**src/hdl/fp_arith_consts.svh**
```systemverilog
`ifndef FP_ARITH_CONSTS_SVH
`define FP_ARITH_CONSTS_SVH

////////////////////
// Operand geometry
////////////////////

// Full operand width in bits
`define FP_WIDTH 256

// Number of limbs the operand is split into
`define LIMB_COUNT 4

// Value bits per limb
`define LIMB_WIDTH (`FP_WIDTH / `LIMB_COUNT)

// Signed carry bits held next to each limb
`define LIMB_CARRY 4

`endif

```
**src/hdl/fp_arith_pkg.sv**
```systemverilog
`default_nettype none

`include "fp_arith_consts.svh"

package fp_arith_pkg;

    ////////////////////
    // Data types
    ////////////////////

    typedef logic [`FP_WIDTH-1:0] uint_fp_t;

    typedef logic [`LIMB_WIDTH-1:0] limb_t;

    typedef logic signed [`LIMB_CARRY-1:0] limb_carry_t;

    // val weighs at the limb position, carry one limb higher
    typedef struct packed {
        limb_carry_t carry;
        limb_t       val;
    } redundant_limb_t;

    // Index 0 is the least significant limb
    typedef redundant_limb_t [`LIMB_COUNT-1:0] redundant_poly_t;

    // Two's complement, read modulo 2**260
    typedef logic [`FP_WIDTH+`LIMB_CARRY-1:0] acc_int_t;

    ////////////////////
    // Command opcodes
    ////////////////////

    typedef enum logic [2:0] {
        op_add       = 3'd0,
        op_sub       = 3'd1,
        op_acc_add   = 3'd2,
        op_acc_sub   = 3'd3,
        op_acc_clear = 3'd4,
        op_acc_read  = 3'd5
    } op_e;

endpackage

`default_nettype wire

```
**src/hdl/redundant_accumulator.sv**
```systemverilog
`timescale 1ns/1ps
`default_nettype none

`include "fp_arith_consts.svh"

module redundant_accumulator (
    input  wire                         clk,
    input  wire                         rst_n,
    input  wire                         update,
    input  wire                         sub,
    input  wire                         clear,
    input  wire fp_arith_pkg::uint_fp_t x,
    output fp_arith_pkg::redundant_poly_t acc
);

    import fp_arith_pkg::*;

    localparam int LW  = `LIMB_WIDTH;
    localparam int LC  = `LIMB_CARRY;
    localparam int NL  = `LIMB_COUNT;
    localparam int PAD = 3;
    localparam int SW  = LW + PAD;

    redundant_poly_t    acc_next;
    logic [SW-1:0]      carry_in  [NL];
    logic signed [SW-1:0] limb_sum [NL];
    logic signed [SW-1:0] limb_ovf [NL];

    ////////////////////
    // Next value
    ////////////////////

    always_comb begin
        // Lowest limb has nothing below it
        carry_in[0] = '0;
        for (int i = 1; i < NL; i++) begin
            carry_in[i] = {{(SW-LC){acc[i-1].carry[LC-1]}}, acc[i-1].carry};
        end

        for (int i = 0; i < NL; i++) begin
            if (sub) begin
                limb_sum[i] = {{PAD{1'b0}}, acc[i].val}
                              - {{PAD{1'b0}}, x[i*LW +: LW]}
                              + carry_in[i];
            end else begin
                limb_sum[i] = {{PAD{1'b0}}, acc[i].val}
                              + {{PAD{1'b0}}, x[i*LW +: LW]}
                              + carry_in[i];
            end
            // Overflow lands in -1..1 for the lower limbs
            limb_ovf[i]       = limb_sum[i] >>> LW;
            acc_next[i].val   = limb_sum[i][LW-1:0];
            acc_next[i].carry = limb_ovf[i][LC-1:0];
        end

        // Top limb folds its overflow into its own carry, wraps in 4 bits
        acc_next[NL-1].carry = acc[NL-1].carry + limb_ovf[NL-1][LC-1:0];
    end

    ////////////////////
    // Register
    ////////////////////

    always_ff @(posedge clk) begin
        if (!rst_n || clear) begin
            acc <= '0;
        end else if (update) begin
            acc <= acc_next;
        end
    end

endmodule

`default_nettype wire

```
**config.mk**
```make
export PLATFORM = sky130hd
export DESIGN_NAME = redundant_accumulator
export DESIGN_NICKNAME = d
export VERILOG_FILES = /design/src/hdl/fp_arith_pkg.sv /design/src/hdl/redundant_accumulator.sv
export VERILOG_INCLUDE_DIRS = /design/src /design/src/hdl
export SDC_FILE = /design/constraint.sdc
export NUM_CORES = 2
export LEC_CHECK = 0
export BUFFER_PORTS_ARGS = -buffer_cell sky130_fd_sc_hd__buf_2
export CORE_MARGIN = 1
export CORE_UTILIZATION = 57
export DETAILED_ROUTE_END_ITERATION = 8
export PLACE_DENSITY = 0.8
export SETUP_SLACK_MARGIN = 0.5
export SLEW_MARGIN = 10
export SYNTH_ARGS = -nofsm -noshare
export SYNTH_HDL_FRONTEND = slang
export SYNTH_SLANG_ARGS = --single-unit
```
**constraint.sdc**
```tcl
create_clock -name clk -period 7.5 [get_ports clk]
set_input_delay 1.125 -clock clk [delete_from_list [all_inputs] [get_ports clk]]
set_output_delay 1.125 -clock clk [all_outputs]
set_load 0.05 [all_outputs]
```
Word level (Yosys, flattened, before mapping)
Index checks and enable logic that the tools add are counted.

operators by class
  add/sub/neg operators = 15
  multiplexer cells = 4
  reductions and logical operators = 2

operators with widths
  operator          count
  $mux 67           4
  $add 64x64->65    4
  $sub 64x64->65    4
  $add 66x3->67     3
  $add 65x3->66     3
  $add 4x4->4       1
  $logic_not 1->1   1
  $logic_or 1x1->1  1

storage, ports and cells
  register bits = 269
  logic and storage cells = 29

Depth between registers and ports, before layout
  depth after elaboration = 4
  gate-level depth with buffers = 36

Least setup slack after synthesis
No wires, ideal clock.

  path kind = register to register
  from = register, netlist name acc[202]
  to = register acc[271] (netlist bit)
  setup time = 0.063 ns
  arrival time = 7.571 ns
  data required time = 7.437 ns
  slack = -0.134 ns
  cell stages (with the launch flop) = 21
  clock period less this slack = 7.634 ns
  cell sequence = dfxtp_1 ha_1 clkbuf_1 a21o_1 o21bai_1 a2111oi_0 o21ai_0 a311oi_1 a21oi_1 o21ai_1 o21ai_1 a31o_1 a31oi_1 xor2_1 o21ai_0 ha_1 a21o_1 a21oi_1 nand4_1 mux2_2 nand3_1

between the ends
  word-level cells in the longest chain between the ends = 3
  elaborated cells on any way between the ends = 4
  classes of those cells = add/sub: 3; mux: 1

ends and longest elaborated chain
  element                                         line                                                      RTL
  $add 66x3->67 or $add 65x3->66 (tied branches)  redundant_accumulator.sv:48, redundant_accumulator.sv:44
  $mux 67 *                                       redundant_accumulator.sv:41                               if (sub) begin
  $add 4x4->4 *                                   redundant_accumulator.sv:57                               acc_next[NL-1].carry = acc[NL-1].carry + limb_ovf[NL-1][LC-1:0];
  to (signal assigned)                            redundant_accumulator.sv:68                               acc <= acc_next;
  to (decl)                                       redundant_accumulator.sv:13                               output fp_arith_pkg::redundant_poly_t acc

Every way passes the cells marked *; elsewhere a longest branch is shown, timed or not.
A chain may end at the register's enable or synchronous reset.

Final worst setup path
  from = input x[194]
  to = register acc[271] (netlist bit)

between the ends
  word-level cells in the longest chain between the ends = 4
  elaborated cells on any way between the ends = 6
  classes of those cells = add/sub: 5; mux: 1

ends and longest elaborated chain
  element                                           line                                                      RTL
  from (decl)                                       redundant_accumulator.sv:12                               input wire fp_arith_pkg::uint_fp_t x,
  $add 64x64->65 or $sub 64x64->65 (tied branches)  redundant_accumulator.sv:47, redundant_accumulator.sv:43
  $add 66x3->67 or $add 65x3->66 (tied branches)    redundant_accumulator.sv:48, redundant_accumulator.sv:44
  $mux 67 *                                         redundant_accumulator.sv:41
  $add 4x4->4 *                                     redundant_accumulator.sv:57

Marks and branches as above.

==> impl_metrics.py <==
metrics = {
    "run_status": {
        "outcome": "finished, violations left",
        "violations": "design-rule violations",
    },
    "global_routing": {
        "gr-usage-met2_pct": 65.78,
        "grtUsageMet3_pct": 7.269,
        "grt_pass1_vias": 67720,
        "top_usage_layer": "met2",
        "grt_use_total_pct": 41.43,
        "antenna_found_initial": 29,
        "grtUsageMet1_pct": 54.38,
        "grt-ovfl-total": 0,
        "grt_pass1_wl_mm": 373.4,
        "grt_max_degree": 197,
    },
    "route": {
        "wirelength_mm": 242.7,
        "drtIter0Drc": 7969,
        "drt-pass1-iter-count": 8,
        "drc": 2,
        "vias_per_cell": 6.488,
        "wl_per_cell_um": 21.58,
        "vias": 72970,
        "postRouteAntennaNets": 0,
    },
    "finish": {
        "largest_reg_flops": 268,
        "fillerInstances": 9759,
        "utilization_pct": 67.08,
        "largestRegisters": "acc: 268 flops",
        "drive_above_1_share_pct": 15.67,
        "seq_area_mm2": 0.005376,
        "nets": 10990,
        "layoutNonFillerInstCount": 11250,
        "top_register": "acc",
        "fin_area_mm2": 0.07201,
        "multi_input_area_mm2": 0.05328,
        "syn_to_final_growth_pct": 16.20,
    },
    "logic_synthesis": {
        "netlist_instances": 9032,
        "syn-num-nets": 10220,
        "avgSynthCellArea_um2": 6.861,
        "yosys.area.top_type": "ha_1",
        "synth.area.top_cells": "ha_1, a21oi_1, dfxtp_1, xnor2_1, o21ai_0",
        "synth_edf_count": 0,
        "ys_types": 106,
        "yosys_register_bits": 268,
        "seq_area_frac_synth_pct": 8.658,
        "yosysWarnings": 0,
        "synth_flop_cell": "dfxtp_1",
        "syn_area_mm2": 0.06197,
        "synth-async-reset-ratio_pct": 0,
        "synth_top_area_share_pct": 18.35,
    },
    "clocking": {
        "clock_latency_ps": 680,
        "cts_buffer_depth": 3,
        "cts_root_buffer": "clkbuf_16",
        "cts_tree": "done",
        "numCtsBuffers": 43,
        "htreeDepth": 2,
        "cts_sinks": 268,
        "path_clk_slew_ps": 60,
    },
    "timing": {
        "worst_slew_pin_slew_ps": 1233,
        "slew_viol_final": 0,
        "relSlewSlack_pct": 17.82,
        "fin_crit_sh_pct": 94.28,
        "hold_violations": 0,
        "timing.fmax_mhz": 141.4,
        "finalSetupViolCount": 0,
        "setup-tns-final_ps": 0,
        "rsz0062_at_grt": "yes",
        "min_period_ps": 7071,
        "clock_skew_ps": 47.45,
    },
    "setup_path": {
        "crit_slowest_cell": "a311o_1",
        "startpoint": "x[194]",
        "critical_path_class": "in -> reg",
        "arrival_ps": 7660,
        "cpPeakStageDelay_ps": 360,
        "rr_worst_depth": 30,
        "crit_fanout": 6,
        "r2r_slack_ps": 590,
        "end_kind": "flip-flop",
        "worstReg2RegStart": "acc[204]$_SDFFE_PP0P_",
        "crit_top_cell": "buf_4",
        "cp_data_required_time_ps": 8090,
        "startpoint_type": "input port",
    },
    "min_path": {
        "worstHoldPathType": "reg -> reg",
        "hold_path_startpoint": "acc[57]$_SDFFE_PP0P_",
        "min_path_cells": 2,
    },
    "power": {
        "power_per_cell_area_mw_per_mm2": 157.2,
        "power_uw": 11320,
        "vdd_drop_max_mv": 0.1812,
        "p_leak_uw": 0.03495,
    },
    "floorplan": {
        "die_x_um": 331.7,
        "die_y_um": 331.7,
        "die_area_mm2": 0.1100,
        "start_util_pct": 57.73,
        "rows": 120,
        "core_area_mm2": 0.1074,
        "ioPinCount": 533,
    },
    "place": {
        "placed_area_mm2": 0.06956,
        "portBuffers": 532,
        "hpwl_mm": 191.5,
        "gp_congestion": 1.044,
        "dpl.cell_count": 11140,
    },
    "flow_run": {
        "maxCapViolCount": 0,
    },
}
## what timing repair did
| item | CTS | global route |
|---|---|---|
| pin swaps | 34 | 43 |
| resized for setup | 51 | 111 |
| hold endpoints to repair | 0 | 0 |
| setup endpoints to repair | 3 | 30 |
| setup buffers | 12 | 13 |
| hold buffers | 0 | 0 |
## synthesized netlist by cell type (147+ instances only)
library cell,n
a211oi_1,154
a21o_1,354
a21oi_1,1178
clkbuf_1,412
dfxtp_1,268
ha_1,909
inv_1,584
nand2_1,578
nand3_1,175
nand4_1,147
nor2_1,865
nor3_1,181
o21ai_0,660
o21bai_1,239
xnor2_1,572
xor2_1,189
## cells by family after synthesis
kind of cell | synth area share [%]
compound gates | 35.51
fa+ha+maj | 18.84
xor+xnor | 10.76
mux | 0.8157
buf+inv | 6.735
simple gates | 18.69
flops | 8.658
## cell type report
class                           count  area share (%)
Multi-Input combinational cell   7671           73.99
Timing Repair Buffer             1214           10.92
Sequential cell                   268           7.466
Inverter                          605           3.171
Tap cell                         1403           2.438
Clock buffer                       61           1.672
Clock inverter                     14          0.2971
Antenna cell                       11         0.03823
## where the power goes
group	internal, uW	switching, uW
Sequential	1510	156
Clock	1250	924
Combinational	2880	4590
## placed cells by master (no fill, tap or decap), drive strengths merged, types with 72 or more instances in the layout
cell,Yosys,layout
dfxtp,268,268
a211oi,158,158
nand3,175,175
nor2b,105,105
nand2,578,578
nand4,147,147
o31ai,79,79
ha,909,909
nor2,865,865
o21ai,708,708
inv,589,591
o21a,72,72
a21oi,1180,1180
a31oi,131,131
nor3,184,184
xor2,189,189
a21o,354,354
xnor2,572,572
nand2b,83,83
buf,76,1214
o21bai,239,239
## path summary, 6_finish.rpt
check | endpoint
setup / recovery | acc[271]$_SDFFE_PP0P_
hold / removal | acc[57]$_SDFFE_PP0P_
setup reg to reg | acc[271]$_SDFFE_PP0P_
hold reg to reg | acc[57]$_SDFFE_PP0P_
## per-stage QoR
step | setup WS, ps | hold slack (ps)
final | 428.7 | 501.4
after global routing | 233.3 | 525.7
after CTS | 509.1 | 501.3
after detailed placement | -677.2 | 492.8
after global placement | -540.3 | 479.6
after floorplan | 451.1 | 688.0
## worst max-delay path, delay by kind of cell
kind | cells | cell delay (ps)
muxes | 1 | 330
and+or+nand+nor | 4 | 600
buffers and inverters | 7 | 1000
adders and majority gates | 3 | 770
xor gates and xnor gates | 2 | 370
AOI/OAI and AO/OA | 20 | 3480
## per-layer routing
metal  routed length (um)  vias to the layer above
met5                  142                        -
met1                99840                    34020
met2               105800                     3904
met3                25090                      651
li1                     -                    34370
met4                11810                       26
Power figures use the tool's default switching activity.
