## src/hdl/fp_arith_consts.svh

```systemverilog
`ifndef FP_ARITH_CONSTS_SVH
`define FP_ARITH_CONSTS_SVH

////////////////////
// Operand geometry
////////////////////

// Full operand width in bits
`define FP_WIDTH 256

// Number of limbs the operand is split into
`define LIMB_COUNT 4

// Value bits per limb
`define LIMB_WIDTH (`FP_WIDTH / `LIMB_COUNT)

// Signed carry bits held next to each limb
`define LIMB_CARRY 4

`endif

```

## src/hdl/fp_arith_pkg.sv

```systemverilog
`default_nettype none

`include "fp_arith_consts.svh"

package fp_arith_pkg;

    ////////////////////
    // Data types
    ////////////////////

    typedef logic [`FP_WIDTH-1:0] uint_fp_t;

    typedef logic [`LIMB_WIDTH-1:0] limb_t;

    typedef logic signed [`LIMB_CARRY-1:0] limb_carry_t;

    // val weighs at the limb position, carry one limb higher
    typedef struct packed {
        limb_carry_t carry;
        limb_t       val;
    } redundant_limb_t;

    // Index 0 is the least significant limb
    typedef redundant_limb_t [`LIMB_COUNT-1:0] redundant_poly_t;

    // Two's complement, read modulo 2**260
    typedef logic [`FP_WIDTH+`LIMB_CARRY-1:0] acc_int_t;

    ////////////////////
    // Command opcodes
    ////////////////////

    typedef enum logic [2:0] {
        op_add       = 3'd0,
        op_sub       = 3'd1,
        op_acc_add   = 3'd2,
        op_acc_sub   = 3'd3,
        op_acc_clear = 3'd4,
        op_acc_read  = 3'd5
    } op_e;

endpackage

`default_nettype wire

```

## src/hdl/split_addsub.sv

```systemverilog
`timescale 1ns/1ps
`default_nettype none

`include "fp_arith_consts.svh"

module split_addsub (
    input  wire                         clk,
    input  wire                         rst_n,
    input  wire                         start,
    input  wire                         sub,
    input  wire fp_arith_pkg::uint_fp_t x,
    input  wire fp_arith_pkg::uint_fp_t y,
    output fp_arith_pkg::uint_fp_t      sum,
    output logic                        carry,
    output logic                        done
);

    import fp_arith_pkg::*;

    localparam int QW = `LIMB_WIDTH;
    localparam int HW = 2 * `LIMB_WIDTH;

    uint_fp_t    y_eff;
    logic [QW:0] q0;
    logic [QW:0] q1;
    logic [QW:0] q2;
    logic [QW:0] q3;
    logic [HW:0] h_lo;
    logic [HW:0] h_hi;
    logic        v1;
    logic        v2;

    // Subtract as x + ~y + 1
    assign y_eff = sub ? ~y : y;

    ////////////////////
    // Stage 1
    ////////////////////

    // Quarters add independently, each keeps its carry bit
    always_ff @(posedge clk) begin
        q0 <= {1'b0, x[QW-1:0]} + {1'b0, y_eff[QW-1:0]} + {{QW{1'b0}}, sub};
        q1 <= {1'b0, x[2*QW-1:QW]} + {1'b0, y_eff[2*QW-1:QW]};
        q2 <= {1'b0, x[3*QW-1:2*QW]} + {1'b0, y_eff[3*QW-1:2*QW]};
        q3 <= {1'b0, x[4*QW-1:3*QW]} + {1'b0, y_eff[4*QW-1:3*QW]};
    end

    ////////////////////
    // Stage 2
    ////////////////////

    // Join quarter pairs into halves
    always_ff @(posedge clk) begin
        h_lo <= {q1 + {{QW{1'b0}}, q0[QW]}, q0[QW-1:0]};
        h_hi <= {q3 + {{QW{1'b0}}, q2[QW]}, q2[QW-1:0]};
    end

    ////////////////////
    // Stage 3
    ////////////////////

    // Low half carry into the high half, top bit is carry out
    always_ff @(posedge clk) begin
        {carry, sum} <= {h_hi + {{HW{1'b0}}, h_lo[HW]}, h_lo[HW-1:0]};
    end

    // Valid follows the data through the three stages
    always_ff @(posedge clk) begin
        if (!rst_n) begin
            v1   <= 1'b0;
            v2   <= 1'b0;
            done <= 1'b0;
        end else begin
            v1   <= start;
            v2   <= v1;
            done <= v2;
        end
    end

endmodule

`default_nettype wire

```

## config.mk

```make
export PLATFORM = sky130hd
export DESIGN_NAME = split_addsub
export DESIGN_NICKNAME = d
export VERILOG_FILES = /design/src/hdl/fp_arith_pkg.sv /design/src/hdl/split_addsub.sv
export VERILOG_INCLUDE_DIRS = /design/src /design/src/hdl
export SDC_FILE = /design/constraint.sdc
export NUM_CORES = 1
export LEC_CHECK = 0
export ABC_AREA = 1
export CAP_MARGIN = 20
export CORE_MARGIN = 2
export CORE_UTILIZATION = 25
export CTS_CLUSTER_SIZE = 16
export DETAILED_ROUTE_END_ITERATION = 7
export DONT_BUFFER_PORTS = 1
export PLACE_DENSITY = 0.46
export SETUP_SLACK_MARGIN = 0.3
export SYNTH_ARGS = -nofsm -noshare
export SYNTH_HDL_FRONTEND = slang
export SYNTH_SLANG_ARGS = --single-unit
export TNS_END_PERCENT = 20
```

## constraint.sdc

```tcl
create_clock -name clk -period 5.5 [get_ports clk]
set_input_delay 0 -clock clk [delete_from_list [all_inputs] [get_ports clk]]
set_output_delay 0 -clock clk [all_outputs]
set_load 0.05 [all_outputs]
```

# Yosys cells after proc, flatten, opt, wreduce, memory -nomap -nowiden
# Index checks and enable logic that the tools add are counted.
[word_totals]
reg_bits = 778
in_bits = 516
elab_cells = 21
[classes]
muxes = 1
n_addsub = 8
bitwise_logic = 1
[ops]
columns = ["op", "n"]
rows = [
  ["64-bit by 64-bit adder with 65-bit output", 4],
  ["256-bit 2-to-1 mux", 1],
  ["256-bit NOT", 1],
  ["65-bit by 1-bit adder with 65-bit output", 3],
  ["129-bit by 1-bit adder with 129-bit output", 1],
]

# Depth between registers and ports, before layout
# Gate-level depths: netlist (run 1).
[logic_depth]
depth_word = 4
ltp_mapped = 19
mapped_depth_nobuf = 17

# Worst setup path before layout (run 1)
# Ideal clock, no wire load.
[synth_path]
path_type = "input-to-reg"
start = "input port sub"
end = "register q3[50]"
setup_slack_ps = 2911
path_buffers = 3
arrival_ps = 2477
cell_stages = 18
path_cell_list = "clkbuf_1 > clkbuf_1 > buf_2 > xor2_1 > ha_1 > inv_1 > fa_1 > nand3b_1 > nand2_1 > nand2_1 > nand2_1 > nand2_1 > nand2_1 > nand3_1 > nand2_1 > nand2_1 > nand3_1 > nand2_1"
[synth_via]
elab_chain_len = 2
[synth_lines]
columns = ["item", "line", "text"]
rows = [
  ["from (decl)", "split_addsub.sv:10", "input wire sub,"],
  ["256-bit 2-to-1 mux", "split_addsub.sv:34", "assign y_eff = sub ? ~y : y;"],
  ["64-bit by 64-bit adder with 65-bit output", "split_addsub.sv:45", "q3 <= {1'b0, x[4*QW-1:3*QW]} + {1'b0, y_eff[4*QW-1:3*QW]};"],
  ["to (signal assigned)", "split_addsub.sv:45", ""],
  ["to (decl)", "split_addsub.sv:27", "logic [QW:0] q3;"],
]
# Every way passes these cells.
# A chain may end at the register's enable or synchronous reset.

# Final worst setup path (run 1)
[layout_path]
start = "input port sub"
end = "register q1[62]"
[layout_via]
elab_chain_len = 2
[layout_lines]
columns = ["item", "line", "text"]
rows = [
  ["256-bit 2-to-1 mux", "split_addsub.sv:34", ""],
  ["64-bit by 64-bit adder with 65-bit output", "split_addsub.sv:43", "q1 <= {1'b0, x[2*QW-1:QW]} + {1'b0, y_eff[2*QW-1:QW]};"],
  ["to (signal assigned)", "split_addsub.sv:43", ""],
  ["to (decl)", "split_addsub.sv:25", "logic [QW:0] q1;"],
]
# Every way passes these cells.

==> results by stage, run 1 <==
Critical path:
- The critical path launch point type is an input pin.
- The signal on the critical path passes through buf_16, xor2_1, ha_1, dlygate4sd3_1, inv_1, o21bai_1, nand3_1, nand2_1, a21oi_1, nand2_1, a21oi_1, nand3_1, dlygate4sd3_1, nand2_1, dlygate4sd3_1.
- Data on the critical path is required at its endpoint by just over 6 ns.
- STA classifies the critical path endpoint as a flip-flop.
- STA puts the critical path data arrival time at roughly 4.3 ns.
- The setup path with the least slack is of type in -> reg.
- In this run the worst path has a maximum fanout of 144.
- The worst register-to-register path has a depth of 11.
- In this run the critical register-to-register path is captured at sum[252]$_DFF_P_.
- In this run the register-to-register setup slack is between 2 and 2.5 ns.
- The largest individual stage delay along the critical path comes from the cell sky130_fd_sc_hd__dlygate4sd3_1.
- For this run, the slowest stage of the critical path takes about 0.63 ns.
- The startpoint identified for the worst register-to-register timing path is h_lo[128]$_DFF_P_.

Detailed routing:
- The overall routed net length is approximately 250000 µm.
- The count of antenna-violating nets left after detailed routing is 0.
- For this run, the detailed router's first-pass iteration total came to 6.
- For this run, design rule violations remaining after detail routing come to 0.
- After detailed routing, the average wire length per cell comes to approximately 24 µm.
- The via total after detailed routing is ~48000.
- The vias per cell is between 4 and 5.
- The first routing iteration left 3643 violations.

Synthesis:
- Synthesis produced a netlist with a net count of between 8000 and 9000.
- The number of distinct library cells after synthesis is 38.
- In this run the biggest area consumer among cell types represents between 30% and 40% of the synthesized area.
- The Yosys step of the flow raised 0 warnings.
- The average instance in the mapped netlist occupies 6.57 µm².
- The synthesized flop and latch total is approximately 800.
- The share of the yosys chip area belonging to registers is between 30 and 40%.
- The synthesized cell area is 47600 µm².
- The number of cells produced by synthesis is between 7000 and 8000.
- Sorting the synthesized cells by area gives the leading types as sky130_fd_sc_hd__dfxtp_1 (33%), sky130_fd_sc_hd__nand2_1 (19%), sky130_fd_sc_hd__xor2_1 (9.5%).
- The largest total area in the synthesized netlist belongs to sky130_fd_sc_hd__dfxtp_1.

Clock tree:
- The CTS clock-pin slew for the worst setup and hold paths is ~0.06 ns.
- The count of hold buffers inserted by post-cts repair is 600.
- The source-to-sink clock delay at the later pin of the worst-skew pair is between 0.7 and 0.8 ns.
- Clock tree synthesis selected as its root buffer the cell sky130_fd_sc_hd__clkbuf_16.
- The number of setup buffers added after CTS is 0.
- Buffers inserted during clock tree synthesis total just over 90.
- CTS built an H-tree with a depth of 3.
- For this design, the sink count on the clock tree is around 780.
- TritonCTS built the clock tree.
- The clock passes through at most 3 buffers.
- The post-cts sizing count is 0.

Timing:
- The portion of the clock cycle consumed by the worst path in the final layout is 66.4%.
- In the post-route analysis, the smallest setup slack over all paths is between 1.5 and 2 ns.
- For the finished layout, the period the worst path requires is approximately 3.7 ns.
- The number of hold violations in the final report is 0.
- The relative slew slack is a little over a quarter.
- Setup repair after global routing left no endpoint under its margin.
- At the pin with the least slew margin, the transition time is approximately 1.1 ns.
- Based on the critical path, the design can be clocked at up to approximately 270 MHz.
- The summed negative setup slack over all endpoints is 0 ns.
- The number of setup violations in the final report is 0.
- The count of final max-slew check failures was 0.
- The final worst clock skew is around 0.035 ns.
- The worst hold slack is 0.0295 ns.

Hold path:
- In this run the worst hold path is classified as in -> reg.
- The worst hold path passes through 4 cells.
- The startpoint identified for the worst hold timing path is y[52].
- The worst hold path terminates at q0[52]$_DFF_P_.

Finish:
- The flip-flop and latch area is between 15000 and 20000 µm².
- Of the cells placed in the final design, the portion with a size suffix greater than 1 is under 10%.
- The number of standard cells in the layout, taps in and fillers out is about 11000.
- The layout overhead on the synthesized area is 26.2%.
- Fill cells in the final layout number about 21000.
- The net count of the finished layout is ~8700.
- Summing all multi-input logic gate instances after layout gives roughly 28000 µm².

Placed design:
- The instance count after placement with tap cells included is 9727.
- The count of input and output buffers is 0.
- The sum of net half-perimeters after detailed placement is ~210000 µm.
- The pre-CTS worst setup slack is 2.24 ns.
- The routability congestion estimate from global placement is around 1.

Floorplanning:
- The starting density of the core is 25.1%.
- Measured along the x axis, the die boundary spans approximately 440 µm.
- The die is 440 µm tall.
- In this run the count of I/O pins placed on the die edge is about 770.
- The total die area is just under 200000 µm².
- The floorplan has 160 rows.
- The core region is around 190000 µm².

Pwr:
- The reported leakage power is 28.9 nW.
- The power per cell area is 411 nW/µm².
- Summing internal, switching and leakage power gives 24.7 mW.
- VDD sags by at most roughly 0.00023 V.

GRT:
- The number of global-route vias before repair was approximately 47000.
- The total congestion overflow is 0.
- The aggregate global-route resource usage is 24.8%.
- The first global-routing pass estimated 345000 µm of wire.
- The number of antenna violations at the first check in global routing is 70.
- The maximum number of pins on one net before global-route repair is 257.

Job:
- The number of maximum-capacitance constraint violations is 0.

Status:
- The flow ran to the end, and the final reports show no timing, DRC or antenna violations.
==> cells by family (layout without fill, tap and decap cells) <==
family / Yosys count / in the layout / share of synthesized area (%)
and+or+nand+nor: 3868 / 3868 / 33.2
buffers and inverters: 1163 / 1911 / 9.25
DFF: 778 / 778 / 32.8
xor gates and xnor gates: 590 / 590 / 10.9
AOI/OAI and AO/OA: 553 / 553 / 6.24
adders and majority gates: 289 / 289 / 7.67
other: 0 / 41 / 0
==> through the flow <==
stage	instance area [µm²]	utilization (%)
final	60000	31.7
after global routing	60000	31.6
after floorplan	47600	-
after CTS	59900	31.6
after global placement	50600	26.7
after detailed placement	50600	26.7
==> sequential cells by signal (all words and copies together) (netlist names) <==
signal / cells
q2: 65
h_lo: 129
q1: 65
carry: 1
done: 1
h_hi: 129
q3: 65
v2: 1
sum: 256
q0: 65
v1: 1
==> final cells by class <==
| cell class | count | area share [%] |
|---|---|---|
| Antenna cell | 41 | 0.171 |
| Clock buffer | 115 | 4.18 |
| Clock inverter | 57 | 1.31 |
| Inverter | 1134 | 7.09 |
| Multi-Input combinational cell | 5300 | 46.0 |
| Sequential cell | 778 | 26.0 |
| Tap cell | 2511 | 5.23 |
| Timing Repair Buffer | 605 | 10.1 |
==> per-layer routing <==
metal  routed length [µm]  global-route usage, %
met5                   65                      0
met4                11100                   11.0
met3                11900                   3.13
met2               118000                   42.2
met1               107000                   31.2
==> worst max-delay path: cells and delay by family <==
family / cells / cell delay (ns)
buffers and inverters: 5 / 2.45
AOI/OAI and AO/OA: 3 / 0.44
xor gates and xnor gates: 1 / 0.43
and+or+nand+nor: 5 / 0.41
adders and majority gates: 1 / 0.38
==> worst max-delay path by stage <==
stage,start,endpoint,slack (ns),cells after the start
2_1_floorplan,sub,q3[50]$_DFF_P_,2.91,18
3_3_place_gp,h_lo[128]$_DFF_P_,sum[252]$_DFF_P_,2.20,11
3_5_place_dp,h_lo[128]$_DFF_P_,sum[252]$_DFF_P_,2.24,11
4_1_cts,y[0],q0[62]$_DFF_P_,2.10,19
5_1_grt,sub,q1[62]$_DFF_P_,1.70,17
6_report,sub,q1[62]$_DFF_P_,1.85,15
==> power by group <==
part	switching [mW]	internal, mW	total [mW]
sequential	3.89	7.45	11.3
clock	2.80	3.89	6.69
combinational	4.28	2.38	6.66
total	11.0	13.7	24.7
==> Yosys cell counts <==
cell                       instances
sky130_fd_sc_hd__nor3_4            1
sky130_fd_sc_hd__o21ai_0         143
sky130_fd_sc_hd__o21a_1           13
sky130_fd_sc_hd__nand2_2           4
sky130_fd_sc_hd__o31ai_1           1
sky130_fd_sc_hd__inv_1          1132
sky130_fd_sc_hd__nand3_1         281
sky130_fd_sc_hd__nand3_4           2
sky130_fd_sc_hd__dfxtp_1         778
sky130_fd_sc_hd__nor4_1           49
sky130_fd_sc_hd__a21o_1            7
sky130_fd_sc_hd__nand4_1         106
sky130_fd_sc_hd__nor3b_1           3
sky130_fd_sc_hd__nor4_2            1
sky130_fd_sc_hd__xor2_1          516
sky130_fd_sc_hd__inv_2             2
sky130_fd_sc_hd__nand3b_1         30
sky130_fd_sc_hd__nor2_4            5
sky130_fd_sc_hd__fa_1              4
sky130_fd_sc_hd__a211oi_1          4
sky130_fd_sc_hd__nor2_1          800
sky130_fd_sc_hd__nor3_1          156
sky130_fd_sc_hd__o21bai_1         49
sky130_fd_sc_hd__clkbuf_1          4
sky130_fd_sc_hd__nand3_2           2
sky130_fd_sc_hd__ha_1            285
sky130_fd_sc_hd__and3_1            3
sky130_fd_sc_hd__and2_1           11
sky130_fd_sc_hd__nor3_2            6
sky130_fd_sc_hd__or2_2             6
sky130_fd_sc_hd__nand4_2           1
sky130_fd_sc_hd__xnor2_1          74
sky130_fd_sc_hd__nor3b_2           1
sky130_fd_sc_hd__nor2_2            4
sky130_fd_sc_hd__o211a_1           3
sky130_fd_sc_hd__a21oi_1         333
sky130_fd_sc_hd__buf_2            25
sky130_fd_sc_hd__nand2_1        2396
==> cell usage in the layout (no fill, tap or decap), types with 143 or more instances in the layout <==
cell type,synthesis,layout
sky130_fd_sc_hd__xor2_1,516,516
sky130_fd_sc_hd__ha_1,285,285
sky130_fd_sc_hd__inv_1,1132,1132
sky130_fd_sc_hd__nand3_1,281,281
sky130_fd_sc_hd__nor2_1,800,800
sky130_fd_sc_hd__dlygate4sd3_1,0,600
sky130_fd_sc_hd__nor3_1,156,156
sky130_fd_sc_hd__dfxtp_1,778,778
sky130_fd_sc_hd__a21oi_1,333,333
sky130_fd_sc_hd__nand2_1,2396,2396
sky130_fd_sc_hd__o21ai_0,143,143
No activity file was read; power rests on OpenSTA's default activity.
==> run 2, diff against run 1 <==
==> constraint.sdc (replaced) <==
create_clock -name clk -period 3.66 [get_ports clk]
set_input_delay 0 -clock clk [delete_from_list [all_inputs] [get_ports clk]]
set_output_delay 0 -clock clk [all_outputs]
set_load 0.05 [all_outputs]
==> results by stage, run 2 (synthesized netlist as in run 1, its figures left out) <==
GRT:
- The most heavily used metal layer in global routing is met2.
- The met1 demand-to-capacity share in global routing is roughly a third.
- The number of antenna violations at the first check in global routing is 60.
- The first global-routing pass estimated approximately 350000 µm of wire.
- Entering global routing, the biggest net connects about 260 pins.
- The number of global-route vias before repair was 47835.
- For this run, global-route usage on met2 was measured as 42.7%.
- Across every metal layer, demand over resource in global routing totals 24.9%.
- The met3 usage is around 3%.
- After global routing the overflow that remains totals 0.

Critical path:
- The slowest stage of the critical path belongs to the cell sky130_fd_sc_hd__dlygate4sd3_1.
- STA classifies the critical path startpoint as an input pin.
- For flop-to-flop paths, the worst setup slack is around 0.94 ns.
- The critical path goes through xor2_4, ha_1, dlygate4sd3_1, inv_1, o21bai_1, nand3_1, nand2_1, a21oi_1, nand2_1, a21oi_1, nand3_1, dlygate4sd3_1, nand2_1, dlygate4sd3_1.
- STA puts the critical path data required time at about 4.3 ns.
- The worst register-to-register path begins at h_lo[128]$_DFF_P_.
- The endpoint identified for the worst register-to-register timing path is sum[252]$_DFF_P_.
- The critical path data arrival time is 3.97 ns.
- The critical path is of the in -> reg type.
- The cell family contributing the most delay on the critical path is buffers and inverters.
- The kind of capture point of the worst setup path is a flip-flop.
- Counting both buffers and inverters, the worst setup path holds a total of 4.
- The highest fanout seen on the critical path is ~260.
- For this run, the slowest stage of the critical path takes 0.65 ns.
- Measured in cells, the most critical reg-to-reg path has a length of 11.

Detailed routing:
- The final route contains 48557 vias.
- Summed over all layers, the routed wires come to about 250000 µm.
- The count of nets left with antenna violations once routing finished came out at 0.
- The first-pass iteration count of the detailed router is 6.
- After the first detailed-routing iteration, the DRC count stood at ~3700.
- Dividing the detail-routed via count by the number of cells gives roughly 4.6.
- The total DRC errors in the routed layout is 0.
- The detail-routed net length per standard cell is about 24 µm.

Clock tree:
- The clock net in this run drives a total of slightly below 800 sinks.
- The H-tree was split into 3 levels.
- The number of buffers added by the clock tree synthesis step is 94.
- TritonCTS built the clock tree.
- Clock-pin slew was measured on the worst setup and hold paths at about 0.070 ns.
- The clock passes through at most 3 buffers.
- The tree is rooted in a sky130_fd_sc_hd__clkbuf_16.
- The source-to-sink clock delay at the later pin of the worst-skew pair is approximately 0.74 ns.

Job:
- The number of maximum-capacitance constraint violations is 0.

Finish:
- In the final layout, the share of cells above drive strength 1 is ~2.9%.
- The library cells used most frequently in the layout, excluding fill and tap cells, are sky130_fd_sc_hd__nand2_1 (2389), sky130_fd_sc_hd__inv_1 (1132), sky130_fd_sc_hd__nor2_1 (798), sky130_fd_sc_hd__dfxtp_1 (778), sky130_fd_sc_hd__dlygate4sd3_1 (603).
- Leaving out fill and tap cells, the most frequent cell in the layout is sky130_fd_sc_hd__nand2_1.
- The final layout net count is about 8700.
- The number of standard cells in the layout, taps in and fillers out is around 11000.
- After routing the design area is approximately 60000 µm².
- The layout overhead on the synthesized area is 26.6%.
- The register with the most flip-flops in the layout has 256 of them.

Hold path:
- Counting instances, the worst hold path has a depth of 5.
- The endpoint with the worst hold slack is q0[33]$_DFF_P_.
- The worst min-delay path class is in -> reg.
- The startpoint identified for the worst hold timing path is y[33].

Timing:
- The slack of the critical path is 0.318 ns.
- Adding up every negative setup slack in the final design gives 0 ns.
- The peak clock frequency supported by timing is ~300 MHz.
- The slew of the pin with the lowest slew margin is ~1.1 ns.
- In this run the tightest slew margin relative to its limit is between 20% and 30%.
- Across the routed clock network, the largest skew measured is 0.0230 ns.
- Setup violations remaining at the end of the flow were counted as 0.
- The worst path uses 91.3% of the clock period.
- Setup repair after global routing could not meet its margin everywhere.
- The count of final max-slew check failures came to 0.
- The number of hold violations in the final report is 0.
- The minimum clock period is ~3.3 ns.

Placed design:
- The pre-CTS worst setup slack is around 0.73 ns.
- Once detailed placement completed, the half-perimeter wirelength came to 214000 µm.
- The placed instances occupy a cell area of around 50000 µm².
- Routability-driven placement finished with a final weighted congestion of slightly above 1.
- The count of buffers added on input and output ports is 0.
- The instance count after placement with tap cells included is about 9700.

Status:
- The flow ran to the end, and the final reports show no timing, DRC or antenna violations.

Floorplanning:
- After floorplanning, the core was divided into 160 placement rows.
- The starting density of the core is approximately 25%.
- The die span in x is approximately 440 µm.
- The number of top-level pins is approximately 770.
- The height of the die is approximately 440 µm.
- The die covers 194000 µm².
- The floorplan core area is approximately 190000 µm².

Pwr:
- Power spread over the standard cell area amounts to a little over 600 nW/µm².
- Across the VDD grid, the largest voltage drop is between 0.0003 and 0.0004 V.
- In this run the static leakage power is 29.0 nW.
- The overall power after layout is around 37 mW.
[run 2: cell count changes in the layout (fill, tap and decap cells not counted), sizes merged]
cell	previous run	this run
buf	5	10
dlygate4sd3	600	603
bufinv	12	6
clkinv	16	24
clkinvlp	8	10
clkbuf	115	113
inv	1155	1154
diode	41	46
dlymetal6s4s	0	2
[run 2: cell type report]
class / instances / area [µm²]
tap: 2511 / 3140
clock inverter: 60 / 736
clock buffer: 113 / 2530
inverter: 1134 / 4260
antenna: 46 / 115
fill: 20941 / 129000
sequential: 778 / 15600
timing repair buffer: 615 / 6140
multi-input combinational: 5300 / 27700
[run 2: worst max path at each step]
| stage | cells past startpoint | to | slack, ns | start |
|---|---|---|---|---|
| floorplan | 18 | q3[50]$_DFF_P_ | 1.07 | sub |
| global placement | 12 | q0[64]$_DFF_P_ | 0.76 | sub |
| detailed placement | 14 | q0[64]$_DFF_P_ | 0.73 | sub |
| CTS | 17 | q0[56]$_DFF_P_ | 0.37 | y[0] |
| global route | 17 | q3[62]$_DFF_P_ | 0.23 | x[192] |
| finish | 14 | q1[62]$_DFF_P_ | 0.32 | sub |
[run 2: report_power, final]
| group | leakage [nW] | switching [mW] | internal, mW |
|---|---|---|---|
| Clock | 1.57 | 4.32 | 5.52 |
| Sequential | 6.56 | 5.84 | 11.2 |
| Combinational | 20.8 | 6.42 | 3.61 |
[run 2: what timing repair did]
action                                  in CTS  in global routing
setup buffers                                0                  1
hold endpoints to repair                   262                  0
gates resized for setup                      0                 28
endpoints found under the setup margin       0                 17
hold buffers                               605                  0
[run 2: metrics by stage]
stage	utilization [%]	hold slack [ns]
CTS	31.6	0.00170
floorplan	-	0.0926
global route	31.7	0.0203
detailed placement	26.7	0.107
global placement	26.7	0.0990
finish	31.8	0.0385
[run 2: worst reg2reg max path: stages, from the launching register on]
cell and delay, ns:
sky130_fd_sc_hd__dfxtp_1 0.32, sky130_fd_sc_hd__ha_1 0.29, sky130_fd_sc_hd__ha_1 0.36, sky130_fd_sc_hd__nand2_1 0.16, sky130_fd_sc_hd__nor2_1 0.29, sky130_fd_sc_hd__nand3_1 0.32
sky130_fd_sc_hd__inv_1 0.16, sky130_fd_sc_hd__nand2_1 0.13, sky130_fd_sc_hd__inv_1 0.14, sky130_fd_sc_hd__nand3_1 0.15, sky130_fd_sc_hd__o21ai_0 0.21, sky130_fd_sc_hd__nand2_1 0.07
[run 2: per-layer routing]
layer  share of wire, %  routed length [µm]  vias up
met5              0.022                  54        -
met4                4.0                9840        8
met3                5.1               12600      341
met2                 48              119000     1602
met1                 43              107000    22712
li1                   -                   -    23894
